===== config.mk =====
export PLATFORM = sky130hd
export DESIGN_NAME = hps_io
export DESIGN_NICKNAME = d
export VERILOG_FILES = /design/src/common/hps_pkg.sv /design/src/file_io/file_download.sv /design/src/source/hps_frame.sv /design/src/source/hps_io.sv /design/src/user_io/user_io_readback.sv /design/src/user_io/user_io_regs.sv
export SDC_FILE = /design/constraint.sdc
export NUM_CORES = 1
export LEC_CHECK = 0
export ABC_AREA = 1
export BUFFER_PORTS_ARGS = -buffer_cell sky130_fd_sc_hd__buf_2
export CAP_MARGIN = 25
export CORE_UTILIZATION = 30
export DETAILED_ROUTE_END_ITERATION = 10
export SETUP_SLACK_MARGIN = 0.05
export SLEW_MARGIN = 25
export SYNTH_ARGS = -nofsm -noshare
export SYNTH_HDL_FRONTEND = slang
export SYNTH_SLANG_ARGS = --single-unit
export TNS_END_PERCENT = 5

===== constraint.sdc =====
create_clock -name clk_sys -period 4.4 [get_ports clk_sys]
set_clock_uncertainty 0.2 [all_clocks]
set_input_delay 0.88 -clock clk_sys [delete_from_list [all_inputs] [get_ports clk_sys]]
set_output_delay 0.88 -clock clk_sys [all_outputs]
set_load 0.05 [all_outputs]

===== src/common/hps_pkg.sv =====
// shared bus types and command codes; widths follow the host firmware and must not change
package hps_pkg;

	////////////////////////////////
	// bus and payload types
	////////////////////////////////

	typedef logic [15:0] hps_word_t;
	typedef logic [15:0] hps_cmd_t;
	typedef logic [31:0] joy_t;
	typedef logic [63:0] status_t;
	typedef logic [26:0] ioctl_addr_t;
	typedef logic [7:0]  ioctl_byte_t;
	typedef logic [31:0] file_ext_t;
	typedef logic [3:0]  st_count_t;

	// download FSM
	typedef enum logic {
		DL_IDLE,
		DL_ACTIVE
	} dl_state_t;

	////////////////////////////////
	// user-I/O commands
	////////////////////////////////

	localparam hps_cmd_t CMD_CFG        = 16'h0001;
	localparam hps_cmd_t CMD_JOY0       = 16'h0002;
	localparam hps_cmd_t CMD_JOY1       = 16'h0003;
	localparam hps_cmd_t CMD_CFG_STR    = 16'h0014;
	localparam hps_cmd_t CMD_STATUS     = 16'h001E;
	localparam hps_cmd_t CMD_STATUS_REQ = 16'h0029;
	localparam hps_cmd_t CMD_MENUMASK   = 16'h002E;

	////////////////////////////////
	// file-I/O commands
	////////////////////////////////

	localparam hps_cmd_t FIO_FILE_TX     = 16'h0053;
	localparam hps_cmd_t FIO_FILE_TX_DAT = 16'h0054;
	localparam hps_cmd_t FIO_FILE_INDEX  = 16'h0055;
	localparam hps_cmd_t FIO_FILE_INFO   = 16'h0056;

	// upper nibble of the status request counter readback
	localparam logic [3:0] STREQ_TAG = 4'hA;

endpackage


===== src/file_io/file_download.sv =====
// 8-bit download only; no stall, so the host must honour ioctl_wait before the next data word
`timescale 1ns/1ps

module file_download #(
	parameter int CFG_AW = 10
) (
	input  logic                 clk_sys,
	input  logic                 arst_n,
	input  logic                 fio_word,
	input  logic [CFG_AW-1:0]    word_idx,
	input  hps_pkg::hps_cmd_t    cmd,
	input  hps_pkg::hps_word_t   io_din,
	output logic                 ioctl_download,
	output logic                 ioctl_wr,
	output hps_pkg::ioctl_addr_t ioctl_addr,
	output hps_pkg::ioctl_byte_t ioctl_dout,
	output hps_pkg::hps_word_t   ioctl_index,
	output hps_pkg::file_ext_t   ioctl_file_ext
);
	import hps_pkg::*;

	dl_state_t   state;
	ioctl_addr_t addr;
	logic        arg_word;
	logic        data_word;
	logic        wr_pend;

	// word 0 is the only word with a zero index
	assign arg_word  = fio_word && (word_idx != '0);
	assign data_word = arg_word && (cmd == FIO_FILE_TX_DAT) && (state == DL_ACTIVE);

	assign ioctl_download = (state == DL_ACTIVE);

	//////////////////////////////
	// download FSM
	//////////////////////////////

	always_ff @(posedge clk_sys or negedge arst_n) begin
		if (!arst_n) begin
			state    <= DL_IDLE;
			wr_pend  <= 1'b0;
			ioctl_wr <= 1'b0;
		end else begin
			// byte and address land first, write strobe follows
			wr_pend  <= data_word;
			ioctl_wr <= wr_pend;
			if (arg_word && (cmd == FIO_FILE_TX) && (word_idx == CFG_AW'(1))) begin
				state <= (io_din != '0) ? DL_ACTIVE : DL_IDLE;
			end
		end
	end

	//////////////////////////////
	// address, data and file info
	//////////////////////////////

	always_ff @(posedge clk_sys) begin
		if (arg_word) begin
			case (cmd)
				FIO_FILE_TX: begin
					if (word_idx == CFG_AW'(1)) begin
						addr <= '0;
					end else if (word_idx == CFG_AW'(2)) begin
						addr[15:0] <= io_din;
					end else if (word_idx == CFG_AW'(3)) begin
						addr[26:16] <= io_din[10:0];
					end
				end
				FIO_FILE_INDEX: ioctl_index <= io_din;
				FIO_FILE_INFO: begin
					// extension arrives high half first
					if (word_idx == CFG_AW'(1)) begin
						ioctl_file_ext[31:16] <= io_din;
					end else if (word_idx == CFG_AW'(2)) begin
						ioctl_file_ext[15:0] <= io_din;
					end
				end
				default: ;
			endcase
		end
		if (data_word) begin
			ioctl_addr <= addr;
			ioctl_dout <= io_din[7:0];
			addr       <= addr + 1'b1;
		end
	end

endmodule


===== src/source/hps_frame.sv =====
// host must never raise io_enable and fp_enable together; word numbers saturate at all ones
`timescale 1ns/1ps

module hps_frame #(
	parameter int CFG_AW = 10
) (
	input  logic               clk_sys,
	input  logic               arst_n,
	input  logic               io_enable,
	input  logic               fp_enable,
	input  logic               io_strobe,
	input  hps_pkg::hps_word_t io_din,
	output logic               uio_word,
	output logic               fio_word,
	output logic               word_first,
	output logic               uio_end,
	output logic [CFG_AW-1:0]  word_idx,
	output hps_pkg::hps_cmd_t  cmd
);
	import hps_pkg::*;

	logic              frame_on;
	logic              has_cmd;
	hps_cmd_t          cmd_q;
	logic [CFG_AW-1:0] word_cnt;
	logic              io_enable_q;

	assign frame_on = io_enable | fp_enable;

	always_ff @(posedge clk_sys or negedge arst_n) begin
		if (!arst_n) begin
			has_cmd     <= 1'b0;
			cmd_q       <= '0;
			word_cnt    <= '0;
			io_enable_q <= 1'b0;
		end else begin
			io_enable_q <= io_enable;
			// no frame open, forget the command
			if (!frame_on) begin
				has_cmd  <= 1'b0;
				cmd_q    <= '0;
				word_cnt <= '0;
			end else if (io_strobe) begin
				if (!has_cmd) begin
					has_cmd  <= 1'b1;
					cmd_q    <= io_din;
					word_cnt <= CFG_AW'(1);
				end else if (!(&word_cnt)) begin
					word_cnt <= word_cnt + 1'b1;
				end
			end
		end
	end

	assign uio_word   = io_strobe & io_enable;
	assign fio_word   = io_strobe & fp_enable;
	assign word_first = (uio_word | fio_word) & ~has_cmd;
	// first low cycle of io_enable
	assign uio_end    = io_enable_q & ~io_enable;
	// counter is zero until the command word has gone by
	assign word_idx   = word_cnt;
	assign cmd        = has_cmd ? cmd_q : io_din;

endmodule


===== src/source/hps_io.sv =====
// single clock domain on clk_sys; host_wait is a plain copy of ioctl_wait, nothing is buffered
`timescale 1ns/1ps

module hps_io #(
	parameter int CFG_AW = 10
) (
	input  logic                 clk_sys,
	input  logic                 arst_n,
	// host bus
	input  logic                 io_enable,
	input  logic                 fp_enable,
	input  logic                 io_strobe,
	input  hps_pkg::hps_word_t   io_din,
	output hps_pkg::hps_word_t   io_dout,
	output logic                 host_wait,
	// config string memory
	output logic [CFG_AW-1:0]    cfg_addr,
	input  logic [7:0]           cfg_dout,
	// core controls
	output logic [1:0]           buttons,
	output logic                 forced_scandoubler,
	output logic                 direct_video,
	output hps_pkg::joy_t        joystick_0,
	output hps_pkg::joy_t        joystick_1,
	output hps_pkg::status_t     status,
	input  hps_pkg::status_t     status_in,
	input  logic                 status_set,
	input  hps_pkg::hps_word_t   status_menumask,
	// download stream
	output logic                 ioctl_download,
	output logic                 ioctl_wr,
	output hps_pkg::ioctl_addr_t ioctl_addr,
	output hps_pkg::ioctl_byte_t ioctl_dout,
	output hps_pkg::hps_word_t   ioctl_index,
	output hps_pkg::file_ext_t   ioctl_file_ext,
	input  logic                 ioctl_wait
);
	import hps_pkg::*;

	logic              uio_word;
	logic              fio_word;
	logic              word_first;
	logic              uio_end;
	logic [CFG_AW-1:0] word_idx;
	hps_cmd_t          cmd;
	status_t           status_req;
	st_count_t         st_count;

	assign host_wait = ioctl_wait;

	hps_frame #(.CFG_AW(CFG_AW)) hps_frame_inst (
		.clk_sys    (clk_sys),
		.arst_n     (arst_n),
		.io_enable  (io_enable),
		.fp_enable  (fp_enable),
		.io_strobe  (io_strobe),
		.io_din     (io_din),
		.uio_word   (uio_word),
		.fio_word   (fio_word),
		.word_first (word_first),
		.uio_end    (uio_end),
		.word_idx   (word_idx),
		.cmd        (cmd)
	);

	user_io_regs #(.CFG_AW(CFG_AW)) user_io_regs_inst (
		.clk_sys            (clk_sys),
		.arst_n             (arst_n),
		.uio_word           (uio_word),
		.word_first         (word_first),
		.uio_end            (uio_end),
		.word_idx           (word_idx),
		.cmd                (cmd),
		.io_din             (io_din),
		.status_in          (status_in),
		.status_set         (status_set),
		.cfg_bits           (buttons),
		.forced_scandoubler (forced_scandoubler),
		.direct_video       (direct_video),
		.joystick_0         (joystick_0),
		.joystick_1         (joystick_1),
		.status             (status),
		.status_req         (status_req),
		.st_count           (st_count)
	);

	user_io_readback #(.CFG_AW(CFG_AW)) user_io_readback_inst (
		.clk_sys         (clk_sys),
		.arst_n          (arst_n),
		.uio_word        (uio_word),
		.word_first      (word_first),
		.uio_end         (uio_end),
		.word_idx        (word_idx),
		.cmd             (cmd),
		.io_din          (io_din),
		.status_req      (status_req),
		.st_count        (st_count),
		.status_menumask (status_menumask),
		.cfg_dout        (cfg_dout),
		.io_dout         (io_dout),
		.cfg_addr        (cfg_addr)
	);

	file_download #(.CFG_AW(CFG_AW)) file_download_inst (
		.clk_sys        (clk_sys),
		.arst_n         (arst_n),
		.fio_word       (fio_word),
		.word_idx       (word_idx),
		.cmd            (cmd),
		.io_din         (io_din),
		.ioctl_download (ioctl_download),
		.ioctl_wr       (ioctl_wr),
		.ioctl_addr     (ioctl_addr),
		.ioctl_dout     (ioctl_dout),
		.ioctl_index    (ioctl_index),
		.ioctl_file_ext (ioctl_file_ext)
	);

endmodule


===== src/user_io/user_io_readback.sv =====
// config string memory must answer combinationally on cfg_addr; reads hold until the next strobe
`timescale 1ns/1ps

module user_io_readback #(
	parameter int CFG_AW = 10
) (
	input  logic               clk_sys,
	input  logic               arst_n,
	input  logic               uio_word,
	input  logic               word_first,
	input  logic               uio_end,
	input  logic [CFG_AW-1:0]  word_idx,
	input  hps_pkg::hps_cmd_t  cmd,
	input  hps_pkg::hps_word_t io_din,
	input  hps_pkg::status_t   status_req,
	input  hps_pkg::st_count_t st_count,
	input  hps_pkg::hps_word_t status_menumask,
	input  logic [7:0]         cfg_dout,
	output hps_pkg::hps_word_t io_dout,
	output logic [CFG_AW-1:0]  cfg_addr
);
	import hps_pkg::*;

	logic       quarter_arg;
	logic [5:0] quarter_sel;
	logic       streq_first;

	assign quarter_arg = (word_idx != '0) && (word_idx <= CFG_AW'(4));
	assign quarter_sel = {word_idx[1:0] - 2'd1, 4'b0000};

	// command word of a status request frame
	assign streq_first = word_first && (io_din == CMD_STATUS_REQ);

	// argument k of the string command reads byte k
	assign cfg_addr = word_idx;

	always_ff @(posedge clk_sys or negedge arst_n) begin
		if (!arst_n) begin
			io_dout <= '0;
		end else if (uio_end) begin
			io_dout <= '0;
		end else if (uio_word) begin
			io_dout <= '0;
			if (word_first) begin
				if (streq_first) begin
					io_dout <= {8'h00, STREQ_TAG, st_count};
				end
			end else begin
				case (cmd)
					CMD_STATUS_REQ: begin
						if (quarter_arg) begin
							io_dout <= status_req[quarter_sel +: 16];
						end
					end
					CMD_MENUMASK: begin
						if (word_idx == CFG_AW'(1)) begin
							io_dout <= status_menumask;
						end
					end
					CMD_CFG_STR: io_dout <= {8'h00, cfg_dout};
					default: ;
				endcase
			end
		end
	end

endmodule


===== src/user_io/user_io_regs.sv =====
// status_set is sampled on clk_sys and must be synchronous to it; the counter wraps at 16
`timescale 1ns/1ps

module user_io_regs #(
	parameter int CFG_AW = 10
) (
	input  logic                clk_sys,
	input  logic                arst_n,
	input  logic                uio_word,
	input  logic                word_first,
	input  logic                uio_end,
	input  logic [CFG_AW-1:0]   word_idx,
	input  hps_pkg::hps_cmd_t   cmd,
	input  hps_pkg::hps_word_t  io_din,
	input  hps_pkg::status_t    status_in,
	input  logic                status_set,
	output logic [1:0]          cfg_bits,
	output logic                forced_scandoubler,
	output logic                direct_video,
	output hps_pkg::joy_t       joystick_0,
	output hps_pkg::joy_t       joystick_1,
	output hps_pkg::status_t    status,
	output hps_pkg::status_t    status_req,
	output hps_pkg::st_count_t  st_count
);
	import hps_pkg::*;

	logic       cmd_open;
	logic       arg_word;
	logic       quarter_arg;
	logic [5:0] quarter_sel;
	logic       status_set_q;
	logic       set_rise;

	// arguments only count inside a frame whose command we saw
	assign arg_word = uio_word & ~word_first & cmd_open;

	// arguments 1 to 4 map onto the four 16-bit quarters
	assign quarter_arg = (word_idx != '0) && (word_idx <= CFG_AW'(4));
	assign quarter_sel = {word_idx[1:0] - 2'd1, 4'b0000};

	assign set_rise = status_set & ~status_set_q;

	//////////////////////////////
	// host writes
	//////////////////////////////

	always_ff @(posedge clk_sys or negedge arst_n) begin
		if (!arst_n) begin
			cmd_open           <= 1'b0;
			cfg_bits           <= '0;
			forced_scandoubler <= 1'b0;
			direct_video       <= 1'b0;
			joystick_0         <= '0;
			joystick_1         <= '0;
			status             <= '0;
		end else begin
			if (uio_end) begin
				cmd_open <= 1'b0;
			end else if (uio_word && word_first) begin
				cmd_open <= 1'b1;
			end

			if (arg_word) begin
				case (cmd)
					CMD_CFG: begin
						cfg_bits           <= io_din[1:0];
						forced_scandoubler <= io_din[4];
						direct_video       <= io_din[10];
					end
					CMD_JOY0: begin
						if (word_idx == CFG_AW'(1)) begin
							joystick_0[15:0] <= io_din;
						end else begin
							joystick_0[31:16] <= io_din;
						end
					end
					CMD_JOY1: begin
						if (word_idx == CFG_AW'(1)) begin
							joystick_1[15:0] <= io_din;
						end else begin
							joystick_1[31:16] <= io_din;
						end
					end
					CMD_STATUS: begin
						if (quarter_arg) begin
							status[quarter_sel +: 16] <= io_din;
						end
					end
					default: ;
				endcase
			end
		end
	end

	//////////////////////////////
	// core status requests
	//////////////////////////////

	always_ff @(posedge clk_sys or negedge arst_n) begin
		if (!arst_n) begin
			status_set_q <= 1'b0;
			st_count     <= '0;
		end else begin
			status_set_q <= status_set;
			if (set_rise) begin
				st_count <= st_count + 1'b1;
			end
		end
	end

	// snapshot of status_in, read back by the host
	always_ff @(posedge clk_sys) begin
		if (set_rise) begin
			status_req <= status_in;
		end
	end

endmodule


==> results of run 1 <==
sequential cells by signal, summed over array words and instances (netlist names), 2 cells and up:
register	flops
user_io_readback_inst.io_dout	16
user_io_regs_inst.joystick_1	32
user_io_regs_inst.status	64
hps_frame_inst.word_idx	10
file_download_inst.ioctl_dout	8
user_io_regs_inst.cfg_bits	2
user_io_regs_inst.joystick_0	32
file_download_inst.ioctl_file_ext	32
file_download_inst.addr	27
hps_frame_inst.cmd_q	16
file_download_inst.ioctl_index	16
user_io_regs_inst.status_req	64
file_download_inst.ioctl_addr	27
user_io_regs_inst.st_count	4
layer usage:
metal  vias to the layer above  wire length [um]  GRT usage (%)
li1                       5825                 -              -
met1                      5835             21100           25.1
met2                       469             22400           28.8
met3                        75              3400           3.45
met4                         4              1010           5.07
met5                         -                23              0
placed cells by master, fill, tap and decap left out, types with 2 or more instances in the layout:
| master | count |
|---|---|
| a21oi_1 | 10 |
| buf_2 | 351 |
| buf_4 | 18 |
| bufinv_16 | 7 |
| clkbuf_1 | 6 |
| clkbuf_16 | 42 |
| clkbuf_8 | 3 |
| clkinv_1 | 3 |
| clkinv_2 | 4 |
| clkinv_4 | 3 |
| clkinvlp_4 | 5 |
| dfrtp_1 | 185 |
| edfxtp_1 | 174 |
| ha_1 | 8 |
| inv_1 | 85 |
| inv_2 | 4 |
| inv_6 | 3 |
| nand2_1 | 505 |
| nand2_2 | 8 |
| nand2_4 | 4 |
| nand3_1 | 78 |
| nand3_2 | 6 |
| nand4_1 | 22 |
| nor2_1 | 123 |
| nor2_2 | 8 |
| nor2_4 | 6 |
| nor3_1 | 14 |
| nor3_2 | 3 |
| nor3_4 | 3 |
| nor3b_1 | 2 |
| o21a_1 | 2 |
| o21ai_0 | 31 |
| o21ai_1 | 152 |
| o22ai_1 | 12 |
| xnor2_1 | 11 |
| xor2_1 | 13 |
per-stage QoR:
stage	instances	power, mW	worst slack (ps)
floorplan	1533	4.32	558
global placement	2520	4.70	875
detailed placement	2520	4.71	868
CTS	2595	8.36	1060
global route	2595	8.61	795
finish	2596	8.28	1030
worst reg2reg max path, delay by kind of cell (launching register included):
| family | cells | cell delay [ps] |
|---|---|---|
| compound gates | 2 | 240 |
| simple gates | 7 | 1270 |
| buf+inv | 2 | 730 |
| flops | 1 | 780 |
final timing paths:
path                                                      startpoint                                             to  slack, ps  cells after the start
min in group clk_sys            file_download_inst.wr_pend$_DFF_PN0_          file_download_inst.ioctl_wr$_DFF_PN0_        160                      0
max in group asynchronous                                     arst_n  user_io_readback_inst.io_dout[14]$_DFFE_PN0P_       2800                      2
worst min register to register  file_download_inst.wr_pend$_DFF_PN0_          file_download_inst.ioctl_wr$_DFF_PN0_        160                      0
worst min-delay path                                          arst_n   user_io_regs_inst.joystick_1[13]$_DFFE_PN0P_        110                      1
worst max-delay path              hps_frame_inst.has_cmd$_DFFE_PN0P_       user_io_regs_inst.status[10]$_DFFE_PN0P_       1030                     11
worst max register to register    hps_frame_inst.has_cmd$_DFFE_PN0P_       user_io_regs_inst.status[10]$_DFFE_PN0P_       1030                     11
cell families (layout without fill, tap and decap cells):
logic type | count (synthesis) | in the layout | share of synthesized area [%]
buf+inv | 147 | 537 | 4.32
fa+ha+maj | 8 | 8 | 0.657
xor+xnor | 24 | 24 | 1.38
simple gates | 786 | 786 | 21.9
compound gates | 208 | 208 | 6.98
flops | 359 | 359 | 64.7
other cells | 0 | 1 | 0
mux | 1 | 1 | 0.0739
cell usage after synthesis (all sizes together), types with 8 or more instances:
cell and n:
buf 39, edfxtp 174, o21ai 183, nand3 84
o22ai 12, inv 90, xnor2 11, nor3 20
a21oi 10, ha 8, nand2 517, xor2 13
nor2 137, dfrtp 185, clkbuf 17, nand4 22
power by group through the flow:
stage	sequential [mW]	clock, mW	combinational [mW]
2_1_floorplan	3.75	0	0.570
3_3_place_gp	3.73	0	0.970
3_5_place_dp	3.73	0	0.983
4_1_cts	3.67	3.71	0.987
5_1_grt	3.67	3.84	1.10
6_report	3.67	3.63	0.977
final cells by class:
class,count,share of cell area [%]
diodes,1,0.0131
clock inverters,25,1.80
well taps,672,4.39
repair buffers,371,10.1
multi-input cells,1027,24.7
flip-flops and latches,359,51.5
inverters,91,1.80
clock buffers,50,5.75
==> metrics, run 1 <==
status complete, no violations; Root Buffer clkbuf_16; H-tree depth 2; Layout Utilization between 30% and 40%; crit path max fanout 32; FP Rows between 80 and 90; area share of the largest cell type after synthesis 34.3%; post-synthesis cell count between 1,500 and 2,000; Post-Syn Nets approximately 1,700; IO buf count 352; Slew Limit Fails 0; die span in y between 200 and 250 um; # IOs ~360; combinational power share between 10% and 20%; top cells by area, synth edfxtp_1 (34%), dfrtp_1 (30%), nand2_1 (12%); Buf/Inv on CP 2; Top delay family on crit path simple AND/OR/NAND/NOR gates; Worst-Margin Slew around 900 ps; Post-CTS Setup Inserts 0; Hold WS ~110 ps; Ys Warns 0; peak supply drop a little over 0.3 mV; HPWL after DPL roughly 35,000 um; WP data required 4620 ps; Power Density 432 mW/mm^2; Fmax between 200 and 300 MHz; most used cell, CP nand2_1; # setup viols final 0; Clock Sinks between 300 and 400; Unique masters post-synth 37; CP max stage delay between 700 and 800 ps; post-synth top area cell edfxtp_1; Die X-Extent between 200 and 250 um; Total GRT Usage 18.1%; Setup crit end kind flip-flop; Setup TNS Final 0 ps; Seq pwr share ~44%; startpoint type of the worst setup path flip-flop; internal power about 6.1 mW; Pleak roughly 8.8 nW; # hold bufs at CTS 0; clk buf depth 3; total gr overflow 0; Worst slew margin between 40% and 50%; max-cap viol count 0; initial antenna violation count 3; Layout Cell Area excl Fill 0.0192 sq mm; Via Count 12,208; largest net degree at the start of global routing 81; crit path cell chain buf_4, o21ai_0, nor2_1, nand2_1, nor2_2, buf_4, nand2_1, nor2_4, nand2_2, nand2_1, o21ai_1; Final #Nets approximately 2,000; sequential element share of the synthesized area between 60% and 70%; post-CTS sizing 0; fin crit period between 3000 and 4000 ps; Filler cells around 5,000; DRC viols 0; critical path type reg2reg; Worst-path clk slew 60 ps; FFs w/ async S/R, synth between 50% and 60%; first-pass GRT wire length between 70,000 and 80,000 um; Die Area 0.0517 sq mm; Mapped Area 0.0152 sq mm; Slowest cell on crit path dfrtp_1; synthesized flop and latch total around 360; Top FF cell, synth dfrtp_1; TritonCTS clock tree yes; CTS buffer count 42; worst skew pair latency ~570 ps; share of cells above drive strength 1 between 20 and 30%; routed len/inst ~18 um; Layout area overhead 25.8%; core area 0.0501 sq mm; Tcrit/Tclk final between 70% and 80%; Pre-antenna DRT Iters 5; flip-flop and latch area between 0.009 and 0.01 sq mm; Initial Util 30.4%; Sw Pwr around 2.2 mW; placed cell area 0.0177 sq mm; Via density between 4 and 5; final hold vios 0; Net Sw Frac approximately a quarter; Post-synth EDFFs approximately 170; drt first-iter violations between 800 and 900; area of the multi-input gates about 0.0047 sq mm; Routed Antenna Nets 0; vias in the first global route 11,529; Mean Syn Cell Area between 9 and 10 sq um; Clk pwr share approximately 44%; Worst Path Arrival about 3600 ps; RSZ-0062 raised after global routing no; Routability Congestion between 0.8 and 0.9; drt total wl about 48,000 um; HP Class in2async
(Power assumes the default switching activity.)
==> run 2: changes to the inputs <==
Settings changed: ABC_AREA 1 to 0.
Clock period 4.4 ns to 2.92 ns, I/O delays scaled along.
==> run 2 against run 1 <==
Effect of this change: routed wire length down 1.7%; clock power rose by 35%; via count fell by 8.8%; core utilization up 2.8 points; first-iteration DRC count is 19% lower; power is 41% higher.
==> metrics, run 2 <==
Tcrit/Tclk final between 90 and 100%; die span in y around 230 um; Post-synth EDFFs around 170; Layout area overhead 34.4%; met2 routed WL approximately 23,000 um; max-cap viol count 0; Pre-antenna DRT Iters 6; drt first-iter violations 663; Top Registers user_io_regs_inst.status (64), user_io_regs_inst.status_req (64); Clock Sinks between 300 and 400; FFs w/ async S/R, synth around half; sequential element share of the synthesized area 65.4%; crit path max fanout 11; highest routed layer met4; IO buf count 352; DRC viols 0; Die Area a little over 0.05 sq mm; Root Buffer clkbuf_16; area share of the largest cell type after synthesis about a third; Mapped Area between 0.015 and 0.02 sq mm; Top FF cell, synth dfrtp_1; peak supply drop slightly below 0.5 mV; share of cells above drive strength 1 42.4%; HP Class in2reg; Post-CTS Setup Inserts 0; commonest non-fill, non-tap cell in the layout buf_2; top cells by area, synth edfxtp_1 (35%), dfrtp_1 (31%), mux2_2 (5.2%); Final #Nets roughly 1,700; # IOs 355; Mean Syn Cell Area between 10 and 15 sq um; HPWL after DPL about 33,000 um; # setup viols final 0; Worst Path Arrival about 2800 ps; Worst slew margin between 30% and 40%; Unique masters post-synth between 60 and 70; Commonest cells post-synth dfrtp_1 (185), edfxtp_1 (174), nand4_1 (76); clk buf depth 3; FP Rows 81; core area 0.0493 sq mm; n_diodes 0; Slew Limit Fails 0; commonest cells after routing, fill and taps aside buf_2 (351), dfrtp_1 (183), edfxtp_1 (174); initial antenna violation count 0; critical path type reg2reg; Total GRT Usage a little under a fifth; TritonCTS clock tree yes; drt total wl 47,100 um; DR WL met3 approximately 3700 um; Worst-path clk slew roughly 60 ps; final hold vios 0; post-synth top area cell edfxtp_1; Worst-Margin Slew just under 1000 ps; RSZ-0062 raised after global routing yes; fin crit period 2740 ps; Initial Util approximately 30%; Fmax between 300 and 400 MHz; worst slack, placed -91.7 ps; first-pass GRT wire length a little under 70,000 um; routed len/inst approximately 21 um; CTS buffer count between 40 and 50; largest net degree at the start of global routing 69; Setup crit end kind flip-flop; H-tree depth 2; Setup WS post-layout 181 ps; Die X-Extent approximately 230 um; Ys Warns 0; WP data required 2990 ps; post-synthesis cell count about 1,100; startpoint type of the worst setup path flip-flop; M1 WL 19,500 um; total gr overflow 0; Routed Antenna Nets 0; Post-Syn Nets ~1,200; Routability Congestion 0.827; Via density ~4.9; Setup TNS Final 0 ps; vias in the first global route 11,220; Power Density about 580 mW/mm^2; worst skew pair latency about 560 ps; synthesized flop and latch total 359; Final Power about 12 mW; Via Count 11,135; Pleak roughly 9.0 nW; most common cell in the synthesized netlist dfrtp_1; status complete, no violations
-- run 2: layout make-up --
cell class / count / area (sq um)
fillers: 4590 / 29000
flip-flops and latches: 359 / 9860
multi-input cells: 634 / 4860
repair buffers: 513 / 3350
clock buffers: 52 / 1130
well taps: 664 / 831
clock inverters: 23 / 149
inverters: 15 / 67.6
-- run 2: through the flow --
step / hold WS [ps] / area (sq um) / instances / utilization, %
detailed placement: 140 / 18300 / 2118 / 37.1
floorplan: 88.4 / 15200 / 1090 / -
global placement: 135 / 18300 / 2118 / 37.1
global route: 96.6 / 20200 / 2260 / 41.1
CTS: 75.6 / 20200 / 2260 / 41.1
finish: 111 / 20200 / 2260 / 41.1
-- run 2: critical path: stages, from the launching register on --
cell and delay [ps]:
dfrtp_1 420, nor4b_1 410, buf_4 190, o2111ai_1 180, buf_4 200, a211oi_4 220, buf_4 160, nand2_1 70
o21ai_1 230, buf_12 170
-- run 2: cells by family after synthesis --
family | synth area share (%)
AOI/OAI and AO/OA | 10.1
xor gates and xnor gates | 1.63
adders and majority gates | 0.665
buffers and inverters | 3.00
DFF | 65.4
and+or+nand+nor | 11.0
muxes | 8.10
-- run 2: where the power goes --
part	internal, mW	leakage, nW	switching [mW]
Clock	2.83	0.631	2.08
Combinational	0.458	4.19	0.766
Sequential	5.44	4.14	0.0835
-- run 2: routing by layer --
layer  vias to the layer above  track usage [%]
met1                      5576             22.9
met2                       405             30.6
met4                         0             5.41
met3                        75             5.05
li1                       5079                -
met5                         -                0
-- run 2: timing repair --
item | in CTS | in global routing
hold buffers | 67 | 0
endpoints found under the hold margin | 116 | 0
setup endpoints to repair | 0 | 22
resized for setup | 0 | 1
-- run 2: worst paths after layout --
| check | depth (start not counted) | slack (ps) | startpoint | endpoint |
|---|---|---|---|---|
| min reg2reg | 0 | 150 | file_download_inst.wr_pend$_DFF_PN0_ | file_download_inst.ioctl_wr$_DFF_PN0_ |
| max in group asynchronous | 3 | 1340 | arst_n | user_io_regs_inst.status[14]$_DFFE_PN0P_ |
| min | 3 | 110 | status_menumask[9] | user_io_readback_inst.io_dout[9]$_DFFE_PN0P_ |
| max reg2reg | 9 | 180 | hps_frame_inst.has_cmd$_DFFE_PN0P_ | file_download_inst.addr[25]$_DFFE_PP_ |
| min in group asynchronous | 2 | 340 | arst_n | user_io_regs_inst.joystick_0[8]$_DFFE_PN0P_ |
| max | 9 | 180 | hps_frame_inst.has_cmd$_DFFE_PN0P_ | file_download_inst.addr[25]$_DFFE_PP_ |
==> run 3: changes to the inputs <==
Settings changed: SYNTH_HIERARCHICAL set to 1.
==> run 3 against run 2 <==
Effect of this change: the run now ends with setup timing left; clock-buffer cell count down 2; synthesized cell count decreased by 3.7%; synthesized area grew 1.6%; critical endpoint is now file_download_inst/addr[3]$_DFFE_PP_.
==> metrics, run 3 <==
status finished with violations; failing checks setup timing; Worst-Margin Slew 743 ps; startpoint type of the worst setup path flip-flop; Pleak ~9.6 nW; CTS buffer count 42; drt first-iter violations slightly below 700; routed len/inst ~21 um; Ys Warns 6; FFs w/ async S/R, synth between 50% and 60%; CP max stage delay around 570 ps; Filler cells between 4,000 and 5,000; H-tree depth 2; TritonCTS clock tree yes; initial antenna violation count 4; Finished Layout Cells roughly 2,300; crit path max fanout 8; flip-flop and latch area approximately 0.01 sq mm; dpl cells around 2,100; fin crit period 3070 ps; Commonest cells post-synth dfrtp_1 (185), edfxtp_1 (174), mux2_2 (124); Mean Syn Cell Area between 10 and 15 sq um; peak supply drop between 0.6 and 0.7 mV; first-pass GRT wire length between 70,000 and 80,000 um; Initial Util just over 30%; # setup viols final between 150 and 200; die span in y around 230 um; worst skew pair latency approximately 570 ps; Pre-antenna DRT Iters 5; top cells by area, synth edfxtp_1 (34%), dfrtp_1 (30%), mux2_2 (9.1%); post-synthesis cell count between 1,000 and 1,500; Power Density between 600 and 700 mW/mm^2; critical path type reg2reg; Clock Sinks about 360; most common cell in the synthesized netlist dfrtp_1; Setup crit end kind flip-flop; Setup TNS Final -14,680 ps; Final Power 13.0 mW; Post-Syn Nets roughly 1,200; clk buf depth 3; Layout Utilization about 42%; Layout area overhead 36.6%; share of cells above drive strength 1 46.3%; post-synth top area cell edfxtp_1; Top FF cell, synth dfrtp_1; Setup WS post-layout -152 ps; Via Count ~11,000; Worst-path clk slew around 70 ps; worst slack, placed -524 ps; HP Class in2reg; max-cap viol count 0; Fmax 325 MHz; Post-synth EDFFs ~170; sequential element share of the synthesized area 64.4%; total gr overflow 0; Layout Cell Area excl Fill 0.0209 sq mm; Worst Path Arrival 3150 ps; final hold vios 0; Routability Congestion 0.842; area of the multi-input gates just over 0.005 sq mm; # IOs between 300 and 400; Slew Limit Fails 0; commonest non-fill, non-tap cell in the layout buf_2; IO buf count between 300 and 400; FP Rows 82; commonest cells after routing, fill and taps aside buf_2 (351), dfrtp_1 (183), edfxtp_1 (174); n_diodes 0; drt total wl 48,700 um; largest net degree at the start of global routing 64; Tcrit/Tclk final 105%; Hold WS between 40 and 50 ps; Die X-Extent between 200 and 250 um; crit path cell chain mux2_2, or4b_4, buf_4, nor4_4, and3_1, nand3b_1, buf_4, o31ai_4, buf_4, buf_12; RSZ-0062 raised after global routing yes; Die Area slightly above 0.05 sq mm; Via density around 4.8; Root Buffer clkbuf_16; DRC viols 0; Routed Antenna Nets 0; placed cell area ~0.019 sq mm; vias in the first global route between 10,000 and 15,000; WP data required about 3000 ps; Worst slew margin 50.3%; Final #Nets approximately 1,700; HPWL after DPL ~33,000 um; Mapped Area approximately 0.015 sq mm; core area 0.0503 sq mm; Total GRT Usage a little under a fifth; most used cell, CP buf_4; Slowest cell on crit path or4b_4; Unique masters post-synth 77; synthesized flop and latch total about 360; area share of the largest cell type after synthesis about a third; Top Registers user_io_regs_inst/status (64), user_io_regs_inst/status_req (64)
[run 3: cell types whose count changed in the layout (fill, tap and decap cells not counted), moves of 14 or more]
| cell | before | now |
|---|---|---|
| a21bo_2 | 60 | 0 |
| a22o_1 | 3 | 19 |
| o21ai_1 | 24 | 7 |
| nand2_1 | 72 | 58 |
| a21oi_1 | 23 | 9 |
| nand4_1 | 76 | 14 |
| mux2_2 | 70 | 121 |
| nand2b_1 | 1 | 19 |
| nor2b_1 | 19 | 2 |
| inv_1 | 12 | 28 |
| nor2_1 | 27 | 67 |
[run 3: critical path: cells and delay by family (launching register included)]
| kind | cells | cell delay [ps] |
|---|---|---|
| AOI/OAI and AO/OA | 1 | 60 |
| DFF | 1 | 450 |
| buffers and inverters | 4 | 620 |
| muxes | 1 | 370 |
| and+or+nand+nor | 4 | 1070 |
[run 3: final cells by class]
class                           count  share of cell area [%]
Clock buffer                       50                    5.32
Clock inverter                     27                    1.34
Inverter                           29                   0.539
Multi-Input combinational cell    611                    24.4
Sequential cell                   359                    47.2
Tap cell                          672                    4.02
Timing Repair Buffer              535                    17.2
[run 3: power breakdown]
group	internal (mW)	leakage, nW	switching [mW]
clock	3.11	0.668	2.17
combinational	0.877	4.82	1.29
sequential	5.46	4.06	0.0970
total	9.44	9.55	3.55
[run 3: final timing paths]
path	start	endpoint	slack [ps]	cells past startpoint
setup / recovery	hps_frame_inst/has_cmd$_DFFE_PN0P_	file_download_inst/addr[3]$_DFFE_PP_	-150	10
setup reg to reg	hps_frame_inst/has_cmd$_DFFE_PN0P_	file_download_inst/addr[3]$_DFFE_PP_	-150	10
hold / removal	status_in[43]	user_io_regs_inst/status_req[43]$_DFFE_PP_	50	1
min in group asynchronous	arst_n	user_io_regs_inst/joystick_0[8]$_DFFE_PN0P_	320	2
max in group asynchronous	arst_n	user_io_readback_inst/io_dout[4]$_DFFE_PN0P_	1440	3
hold reg to reg	file_download_inst/wr_pend$_DFF_PN0_	file_download_inst/ioctl_wr$_DFF_PN0_	150	0
[run 3: what timing repair did]
item                       4_1_cts  5_1_grt
cloned                           2        0
hold endpoints to repair       112        0
pin swaps                       12        2
gates resized for setup         22        6
setup buffers                   10        0
setup endpoints to repair      287      288
hold buffers                    69        0
[run 3: cell families (layout without fill, tap and decap cells)]
kind of cell,after synthesis,in the layout,share of synthesized area (%)
compound gates,107,107,4.96
xor+xnor,31,31,1.77
fa+ha+maj,10,10,0.818
buf+inv,81,641,3.21
flops,359,359,64.4
mux,167,167,13.6
simple gates,295,296,11.3
[run 3: per-layer routing]
| metal | up-vias | wire (um) | track usage [%] |
|---|---|---|---|
| li1 | 4964 | - | - |
| met1 | 5525 | 20100 | 23.0 |
| met2 | 445 | 23600 | 31.3 |
| met3 | 85 | 3530 | 5.23 |
| met4 | 6 | 1440 | 6.63 |
| met5 | - | 28 | 0 |
